<file path="src/verilog/issue_pkg.sv">
package issue_pkg;

    // operand and field widths
    typedef logic [31:0] word_t;
    typedef logic [2:0]  func3_t;
    typedef logic [6:0]  func7_t;
    typedef logic [5:0]  preg_addr_t;
    typedef logic [3:0]  context_t;

    // one-hot operation class
    typedef logic [4:0] exec_type_t;

    // bit positions inside exec_type_t
    localparam int EXEC_TYPE_ALU     = 0;
    localparam int EXEC_TYPE_SUBST   = 1;
    localparam int EXEC_TYPE_BRANCH  = 2;
    localparam int EXEC_TYPE_FBRANCH = 3;
    localparam int EXEC_TYPE_JUMP    = 4;

    // issue lanes
    localparam int EXECUTE_PARA = 3;

    localparam int EX_BRC = 0;
    localparam int EX_JMP = 1;
    localparam int EX_OTH = 2;

    // decoded operation with its operands already read
    // contex is the speculation tag
    typedef struct packed {
        exec_type_t exec_type;
        func3_t     func3;
        func7_t     func7;
        preg_addr_t pa_rd;
        word_t      d_rs1;
        word_t      d_rs2;
        context_t   contex;
    } exec_info_s;

endpackage

</file>
<file path="src/verilog/result_pkg.sv">
package result_pkg;

    // register write ports
    localparam int WRITE_PARA = 2;

    localparam int WR_JMP = 0;
    localparam int WR_OTH = 1;

    // one physical register write
    typedef struct packed {
        logic                   done;
        issue_pkg::preg_addr_t  pa_rd;
        issue_pkg::word_t       rd;
    } write_d_r_s;

    // report to the context manager
    typedef struct packed {
        logic                 exec_jump;
        issue_pkg::word_t     jump_next_pc;
        logic                 exec_branch;
        issue_pkg::context_t  branch_context;
        // taken branch means speculation went the wrong way
        logic                 branch_hazard;
    } j_b_info_s;

endpackage

</file>
<file path="src/verilog/alu_unit.sv">
`timescale 1ns/1ns

module alu_unit (
    input  logic                    clk,
    input  logic                    rst_n,
    input  logic                    order,
    input  issue_pkg::exec_type_t   exec_type,
    input  issue_pkg::func3_t       func3,
    input  issue_pkg::func7_t       func7,
    input  issue_pkg::word_t        rs1,
    input  issue_pkg::word_t        rs2,
    input  issue_pkg::preg_addr_t   pa_rd,
    output result_pkg::write_d_r_s  result
);

    logic                  is_alu;
    logic                  is_subst;
    logic                  take;
    logic [4:0]            shamt;
    issue_pkg::word_t      alu_value;
    issue_pkg::word_t      value;

    logic                  done_q;
    issue_pkg::word_t      rd_q;
    issue_pkg::preg_addr_t pa_rd_q;

    assign is_alu   = exec_type[issue_pkg::EXEC_TYPE_ALU];
    assign is_subst = exec_type[issue_pkg::EXEC_TYPE_SUBST];
    assign take     = order & (is_alu | is_subst);
    assign shamt    = rs2[4:0];

    // func7 bit 5 picks sub or sra within the RISC-V OP group
    always_comb begin
        case (func3)
            3'b000:  alu_value = func7[5] ? (rs1 - rs2) : (rs1 + rs2);
            3'b001:  alu_value = rs1 << shamt;
            3'b010:  alu_value = {31'd0, $signed(rs1) < $signed(rs2)};
            3'b011:  alu_value = {31'd0, rs1 < rs2};
            3'b100:  alu_value = rs1 ^ rs2;
            3'b101:  alu_value = func7[5] ? $unsigned($signed(rs1) >>> shamt)
                                          : (rs1 >> shamt);
            3'b110:  alu_value = rs1 | rs2;
            default: alu_value = rs1 & rs2;
        endcase
    end

    // register move passes rs1 through
    assign value = is_subst ? rs1 : alu_value;

    always_ff @(posedge clk or negedge rst_n) begin
        if (!rst_n) begin
            done_q <= 1'b0;
        end else begin
            done_q <= take;
        end
    end

    // destination tag travels with the data
    always_ff @(posedge clk) begin
        if (take) begin
            rd_q    <= value;
            pa_rd_q <= pa_rd;
        end
    end

    assign result.done  = done_q;
    assign result.pa_rd = pa_rd_q;
    assign result.rd    = rd_q;

endmodule

</file>
<file path="src/verilog/branch_unit.sv">
`timescale 1ns/1ns

module branch_unit (
    input  issue_pkg::func3_t func3,
    input  issue_pkg::word_t  rs1,
    input  issue_pkg::word_t  rs2,
    input  logic              is_float,
    output logic              jump
);

    logic int_eq;
    logic int_lt;
    logic int_ltu;
    logic int_result;

    logic rs1_nan;
    logic rs2_nan;
    logic both_zero;
    logic f_eq;
    logic f_lt;
    logic f_result;

    assign int_eq  = (rs1 == rs2);
    assign int_lt  = ($signed(rs1) < $signed(rs2));
    assign int_ltu = (rs1 < rs2);

    always_comb begin
        case (func3)
            3'b000:  int_result = int_eq;
            3'b001:  int_result = ~int_eq;
            3'b100:  int_result = int_lt;
            3'b101:  int_result = ~int_lt;
            3'b110:  int_result = int_ltu;
            3'b111:  int_result = ~int_ltu;
            default: int_result = 1'b0;
        endcase
    end

    // all-ones exponent, nonzero fraction
    assign rs1_nan = (rs1[30:23] == 8'hff) && (rs1[22:0] != 23'd0);
    assign rs2_nan = (rs2[30:23] == 8'hff) && (rs2[22:0] != 23'd0);

    // +0 and -0 are the same value
    assign both_zero = (rs1[30:0] == 31'd0) && (rs2[30:0] == 31'd0);
    assign f_eq      = (rs1 == rs2) || both_zero;

    // sign-magnitude ordering
    always_comb begin
        if (both_zero) begin
            f_lt = 1'b0;
        end else if (rs1[31] != rs2[31]) begin
            f_lt = rs1[31];
        end else if (rs1[31]) begin
            f_lt = (rs1[30:0] > rs2[30:0]);
        end else begin
            f_lt = (rs1[30:0] < rs2[30:0]);
        end
    end

    always_comb begin
        if (rs1_nan || rs2_nan) begin
            f_result = 1'b0;
        end else begin
            case (func3)
                3'b000:  f_result = f_eq;
                3'b001:  f_result = f_lt;
                3'b010:  f_result = f_lt | f_eq;
                default: f_result = 1'b0;
            endcase
        end
    end

    assign jump = is_float ? f_result : int_result;

endmodule

</file>
<file path="src/verilog/exec.sv">
`timescale 1ns/1ns

module exec (
    input  logic                                                clk,
    input  logic                                                rst_n,
    input  logic [issue_pkg::EXECUTE_PARA-1:0]                  order,
    input  issue_pkg::exec_info_s [issue_pkg::EXECUTE_PARA-1:0]  exec_info,
    output result_pkg::write_d_r_s [result_pkg::WRITE_PARA-1:0] write_d_r,
    output result_pkg::j_b_info_s                               j_b_info
);

    logic                   jump;
    result_pkg::write_d_r_s alu_result;

    // int or float compare on the branch lane
    branch_unit branch_i (
        .func3    (exec_info[issue_pkg::EX_BRC].func3),
        .rs1      (exec_info[issue_pkg::EX_BRC].d_rs1),
        .rs2      (exec_info[issue_pkg::EX_BRC].d_rs2),
        .is_float (exec_info[issue_pkg::EX_BRC].exec_type[issue_pkg::EXEC_TYPE_FBRANCH]),
        .jump     (jump)
    );

    alu_unit alu_i (
        .clk       (clk),
        .rst_n     (rst_n),
        .order     (order[issue_pkg::EX_OTH]),
        .exec_type (exec_info[issue_pkg::EX_OTH].exec_type),
        .func3     (exec_info[issue_pkg::EX_OTH].func3),
        .func7     (exec_info[issue_pkg::EX_OTH].func7),
        .rs1       (exec_info[issue_pkg::EX_OTH].d_rs1),
        .rs2       (exec_info[issue_pkg::EX_OTH].d_rs2),
        .pa_rd     (exec_info[issue_pkg::EX_OTH].pa_rd),
        .result    (alu_result)
    );

    exec_merge merge_i (
        .order      (order),
        .exec_info  (exec_info),
        .jump       (jump),
        .alu_result (alu_result),
        .write_d_r  (write_d_r),
        .j_b_info   (j_b_info)
    );

endmodule

</file>
<file path="src/verilog/exec_merge.sv">
`timescale 1ns/1ns

module exec_merge (
    input  logic [issue_pkg::EXECUTE_PARA-1:0]                        order,
    input  issue_pkg::exec_info_s [issue_pkg::EXECUTE_PARA-1:0]        exec_info,
    input  logic                                                      jump,
    input  result_pkg::write_d_r_s                                    alu_result,
    output result_pkg::write_d_r_s [result_pkg::WRITE_PARA-1:0]       write_d_r,
    output result_pkg::j_b_info_s                                     j_b_info
);

    logic                  jmp_order;
    logic                  brc_order;
    issue_pkg::exec_info_s jmp_info;
    issue_pkg::exec_info_s brc_info;

    assign jmp_order = order[issue_pkg::EX_JMP];
    assign brc_order = order[issue_pkg::EX_BRC];
    assign jmp_info  = exec_info[issue_pkg::EX_JMP];
    assign brc_info  = exec_info[issue_pkg::EX_BRC];

    // link value goes back to the register file
    always_comb begin
        write_d_r[result_pkg::WR_JMP].done = jmp_order;
        if (jmp_order) begin
            write_d_r[result_pkg::WR_JMP].pa_rd = jmp_info.pa_rd;
            write_d_r[result_pkg::WR_JMP].rd    = jmp_info.d_rs2;
        end else begin
            write_d_r[result_pkg::WR_JMP].pa_rd = '0;
            write_d_r[result_pkg::WR_JMP].rd    = '0;
        end
    end

    // already registered inside the ALU
    assign write_d_r[result_pkg::WR_OTH] = alu_result;

    always_comb begin
        j_b_info.exec_jump   = jmp_order;
        j_b_info.exec_branch = brc_order;
        // mispredict flag only for a live branch
        j_b_info.branch_hazard = brc_order & jump;
        if (jmp_order) begin
            j_b_info.jump_next_pc = jmp_info.d_rs1;
        end else begin
            j_b_info.jump_next_pc = '0;
        end
        if (brc_order) begin
            j_b_info.branch_context = brc_info.contex;
        end else begin
            j_b_info.branch_context = '0;
        end
    end

endmodule

</file>
<file path="config.mk">
export PLATFORM = sky130hd
export DESIGN_NAME = exec
export DESIGN_NICKNAME = d
export VERILOG_FILES = /design/src/verilog/issue_pkg.sv /design/src/verilog/result_pkg.sv /design/src/verilog/alu_unit.sv /design/src/verilog/branch_unit.sv /design/src/verilog/exec.sv /design/src/verilog/exec_merge.sv
export SDC_FILE = /design/constraint.sdc
export NUM_CORES = 1
export LEC_CHECK = 0
export BUFFER_PORTS_ARGS = -buffer_cell sky130_fd_sc_hd__buf_2
export CAP_MARGIN = 20
export CORE_ASPECT_RATIO = 1.2
export CORE_UTILIZATION = 40
export CTS_CLUSTER_SIZE = 16
export DETAILED_ROUTE_END_ITERATION = 10
export PLACE_DENSITY = 0.7
export SYNTH_ARGS = -nofsm -noshare
export SYNTH_HDL_FRONTEND = slang
export SYNTH_HIERARCHICAL = 1
export SYNTH_SLANG_ARGS = --single-unit
export TNS_END_PERCENT = 30
</file>
<file path="constraint.sdc">
create_clock -name clk -period 3.6 [get_ports clk]
set_clock_uncertainty 0.15 [all_clocks]
set_input_delay 0.72 -clock clk [delete_from_list [all_inputs] [get_ports clk]]
set_output_delay 0.72 -clock clk [all_outputs]
set_load 0.02 [all_outputs]
</file>
After elaboration in Yosys (flattened, before gate mapping):

Index checks and enable logic that the tools add are counted.

* bits of input ports: 272
* flip-flop bits (word level): 39
* word-level logic and storage cells: 65

* add/sub/neg operators: 2
* bitwise gates (word level): 10
* eq/ne operators: 16
* $lt $le $gt $ge: 6
* reductions and logical operators: 11
* muxes and demuxes: 14
* shifts and indexed selects: 3

Operators by type and width (count)
* $pmux 32 s7: 1
* $lt 32x32->1: 4
* $mux 32: 4
* $logic_not 31->1: 2
* $reduce_bool 23->1: 2
* $mux 38: 1
* $add 32x32->32: 1
* $and 32x32->32: 1
* $eq 32x32->1: 1
* $or 32x32->32: 1
* $shl 32x5->32: 1
* $shr 32x5->32: 1
* $sshr 32x5->32: 1
* $sub 32x32->32: 1
* $xor 32x32->32: 1
* $gt 31x31->1: 1
* $lt 31x31->1: 1
* $eq 3x3->1 const B: 7
* $eq 8x8->1 const B: 2
* $eq 3x2->1 const B: 3
* $eq 3x1->1 const B: 2
* $logic_not 3->1: 2
* $pmux 1 s6: 1
* $mux 1: 5
* 8 further kinds: 15

Longest topological paths before layout:

* depth in word-level cells: 9
* mapped depth: 14
* depth with buffers taken out: 12

Modules after synthesis:

Netlist, hierarchy kept.

By module, submodules not included
* alu_unit: area each 10438.8 um^2, cells an instance 1392, instances 1
* branch_unit: area each 1217.4 um^2, cells an instance 172, instances 1
* exec_merge: area each 907.1 um^2, cells an instance 124, instances 1

Worst setup path before layout:

No wires, ideal clock.

* kind: input to register
* from: input exec_info[185] in the netlist's numbering
* to: register alu_i.rd_q[19] (data pin)
* setup time: 0.271 ns
* data arrival time: 3.722 ns
* path buffers: 3
* path slack: -0.542 ns
* stages on the path: 13
* path through: inv_2 -> buf_1 -> clkbuf_1 -> ha_1 -> buf_4 -> or4_4 -> a211oi_2 -> o311ai_2 -> a211oi_2 -> nor3_1 -> xnor2_1 -> a221oi_2 -> a211oi_2

* word-level cells in the longest chain between the ends: 4

Ends and longest elaborated chain
* start: declaration: RTL line exec.sv:7 `input issue_pkg::exec_info_s [issue_pkg::EXECUTE_PARA-1:0] exec_info,`
* $add 32x32->32 (tied with other cells): RTL line alu_unit.sv:35 `3'b000: alu_value = func7[5] ? (rs1 - rs2) : (rs1 + rs2);`
* $mux 32 (on tied branches): RTL line alu_unit.sv:35, alu_unit.sv:40
* $pmux 32 s7 *: RTL line alu_unit.sv:34 `case (func3)`
* $mux 32 *: RTL line alu_unit.sv:48 `assign value = is_subst ? rs1 : alu_value;`
* via alu_i.value[19]: RTL line alu_unit.sv:21 `issue_pkg::word_t value;`
* end signal: assignment: RTL line alu_unit.sv:61 `rd_q <= value;`
* end: declaration: RTL line alu_unit.sv:24 `issue_pkg::word_t rd_q;`

The timed path passes the listed nets; every way through them passes the cells marked *.
A chain may end at the register's enable or synchronous reset.

==> results <==
- The number of different library cells used by synthesis comes to 93.
- The end-of-flow core utilization is 57.1%.
- The origin of the worst setup path is exec_info[46].
- The congestion estimate from routability-driven global placement came to 1.06.
- The instance count of the mapped netlist is 1,688.
- The proportion of netlist area held by the largest area contributor is 12.8%.
- For the final routed database, the setup TNS stands at -420 ps.
- The starting utilization of the core area is 41.0%.
- After Yosys synthesis, full adders, half adders and majority gates account for a little over an eighth of the synthesized area.
- STA classifies the critical path startpoint as an input port.
- The width of the die is approximately 160 um.
- The core box area is 30,700 um^2.
- Clock-pin slew was measured on the worst setup and hold paths at 70 ps.
- The register bit count reported by yosys is 39.
- The post-route clock period utilization is 111%.
- Cells with a size suffix above 1 make up 42.6% of the layout.
- The library cell contributing the largest single delay on the critical path is or3_4.
- Counting I/O delays and the setup requirement, the final critical path takes ~4000 ps.
- The final reports fail on setup timing.
- The synthesis warning total is 6.
- The number of hold-slack violations in the final timing report came to 0.
- In this run the deepest clock path goes through 2 buffers.
- The row count is 70.
- Setup repair after global routing could not meet its margin everywhere.
- The TritonCTS clock tree is yes.
- In the global route stage, met2 resource usage came out at 68.0%.
- For the worst setup path, the data required time is 2730 ps.
- The delay of the slowest critical-path stage is 380 ps.
- The area growth from synthesis to layout is 39.2%.
- The final layout contains 2,641 nets.
- The total non-filler cell area in the finished layout is 17,500 um^2.
- The sequential-to-total area share from yosys stat is a little under a tenth.
- The count of buffer and inverter cells on the critical path is 2.
- Yosys attributes the largest share of cell area to ha_1 13%, edfxtp_1 9.1%, mux4_2 8.8%.
- Once placement finished, the instance area stood at 16,900 um^2.
- The detail route stage leaves a number of antenna-violating nets equal to 0.
- Max-cap violations in this run came to 0.
- After detailed routing, the average wire length per cell comes to 25.2 um.
- The run finished, with violations left.
- The initial antenna violation count is 8.
- The vias per cell is 6.17.
- The maximum fanout along the worst path is 3.
- After Yosys synthesis, XOR and XNOR cells account for 1.74% of the synthesized area.
- Derived from the worst setup path, the maximum achievable clock frequency is 0.251 GHz.
- The HPWL after detailed placement is about 55 mm.
- By startpoint and endpoint, the worst setup path is classified as input port to output pin.
- The most common cell in the synthesized netlist is a21oi_1.
- The depth of the critical timing path with buffers and inverters included is 12.
- The total overflow left after global routing is 0.
- The count of input and output buffers is roughly 340.
- After Yosys synthesis, and, or, nand and nor cells account for 21.1% of the synthesized area.
- The net count of the mapped netlist is 2,091.
- Entering global routing, the biggest net connects 68 pins.
- The synthesized netlist devotes between 20 and 30% of its cell area to compound gates.
- The count of pins over their slew limit was 0.
- After synthesis the cells add up to approximately 13,000 um^2.
- The fill cell instance count of the final layout is 2,941.
- The maximum VDD drop is 229 uV.
- The critical path's top delay family is simple AND/OR/NAND/NOR gates.
- The cell sitting at the root of the clock tree is a clkbuf_16.
- The worst setup slack before clock tree synthesis is -676 ps.
- The commonest cells after synthesis are 189 x a21oi_1, 133 x inv_1, 129 x ha_1.
- Of the post-synthesis cell area, the part taken by muxes is 13.5%.
- By area, the combinational part of the netlist is dominated by compound AO/OA/AOI/OAI gates.
- The number of global-route vias before repair is between 15,000 and 20,000.
- The number of enable flip-flop cells after synthesis is 38.
- The met3 capacity usage during global routing is approximately 5.9%.
- The tree built by TritonCTS fans out to 39 sinks.
- The first detailed-routing pass ran for 6 iterations.
- Traced cell by cell, the critical path runs through buf_8, ha_4, nand4_1, nor3_1, or3_4, nor4_4, o211ai_2, mux2i_1, a221o_1, a211o_1, and2_4, buf_6.
- The post-synthesis async set-or-reset flop share is 2.56%.
- The die is 196 um tall.
- The primary flip-flop cell chosen by synthesis mapping is edfxtp_1.
- Clock tree synthesis inserted a total of 5 buffers.
- The layer flagged by global routing as most heavily used is met2.
- The capturing element of the worst setup path is j_b_info[0].
- The number of DRC markers in iteration 0 is 1,698.
- Power spread over the standard cell area amounts to about 220 nW/um^2.
- After synthesis, the mean cell area works out to 7.44 um^2.
- The min-delay analysis places its worst path in the category input port to asynchronous set/reset pin.
- The global-route wire length before repair is 97.4 mm.
- For this run, design rule violations remaining after detail routing come to 0.
- The count of H-tree levels built during CTS is 2.
- 389 I/O pins were placed.
- The die covers 32,100 um^2.
- The final layout contains routed wiring with a total length of 66.6 mm.
- The multi-input combinational cell area is 10,400 um^2.
- In the global route stage, overall resource usage came out at 40.4%.
- The remaining max-slew budget at the tightest pin is between 30% and 40%.
- The final critical-path setup slack is -382 ps.
- In the final layout, flip-flops and latches occupy around 1200 um^2.
- Data arrives at the worst endpoint at between 3000 and 4000 ps.
- The global routing met1 resource utilization is 46.5%.
- The cell taking the most area after synthesis is ha_1.
- The kind of end point of the critical path is an output pin.
- The count of vias placed by the detailed router is 16,300.
- Setup violations remaining at the end of the flow were counted as 3.
- At the pin with the least slew margin, the transition time is 1000 ps.
- In this run the static leakage power is 8.24 nW.
==> placed cells by master, fill, tap and decap left out, drive strengths merged, types with 40 or more instances in the layout <==
cell / instances
buf: 715
a21oi: 189
inv: 137
ha: 129
nor2: 127
o21ai: 110
nand2: 106
and2: 78
mux4: 49
mux2i: 47
nor3: 41
nand3: 40
==> sequential cells by signal, indices dropped and copies added (netlist names) <==
register / cells
alu_i/rd_q: 32
alu_i/pa_rd_q: 6
alu_i/done_q: 1
==> power breakdown <==
| group | internal, W | switching [W] | total [W] |
|---|---|---|---|
| clock | 0.000328 | 0.000221 | 0.000549 |
| sequential | 0.000558 | 0.00000969 | 0.000568 |
| combinational | 0.00115 | 0.00156 | 0.00271 |
==> area by class of cell <==
| type | instances | share of cell area, % |
|---|---|---|
| diodes | 8 | 0.114 |
| inverters | 137 | 3.13 |
| clock inverters | 3 | 0.243 |
| multi-input cells | 1340 | 59.5 |
| flip-flops and latches | 39 | 6.67 |
| clock buffers | 5 | 0.715 |
| repair buffers | 715 | 26.8 |
| well taps | 396 | 2.83 |
==> metrics by stage <==
| stage | power [W] | instances | hold WS (ps) |
|---|---|---|---|
| finish | 0.00383 | 2643 | 23.6 |
| global route | 0.00400 | 2640 | 29.2 |
| CTS | 0.00371 | 2633 | 24.3 |
| detailed placement | 0.00314 | 2625 | 347 |
| global placement | 0.00312 | 2625 | 345 |
| floorplan | 0.00200 | 1688 | 274 |
==> per-layer routing <==
metal / share of wire, % / vias up
met5: 0 / -
met4: 8.8 / 0
met3: 8.3 / 252
met2: 47 / 1020
met1: 36 / 7687
li1: - / 7354
==> worst min-delay path by stage <==
stage	start	to	slack [ps]	depth (start not counted)
3_3_place_gp	rst_n	alu_i/done_q	340	1
4_1_cts	rst_n	alu_i/done_q	20	1
5_1_grt	rst_n	alu_i/done_q	30	1
3_5_place_dp	rst_n	alu_i/done_q	350	1
2_1_floorplan	rst_n	alu_i/done_q	270	0
6_report	rst_n	alu_i/done_q	20	1
==> logic make-up (layout without fill, tap and decap cells) <==
kind of cell | Yosys count | count (layout)
compound gates | 567 | 567
xor+xnor | 25 | 25
fa+ha+maj | 131 | 131
buf+inv | 309 | 860
flops | 39 | 39
mux | 106 | 106
other cells | 0 | 8
simple gates | 511 | 511
==> what timing repair did <==
item,in CTS,in global routing
setup buffers,1,2
pin swaps,24,20
hold buffers,0,0
gates resized for setup,28,67
endpoints found under the setup margin,11,25
No activity file was read; power rests on OpenSTA's default activity.
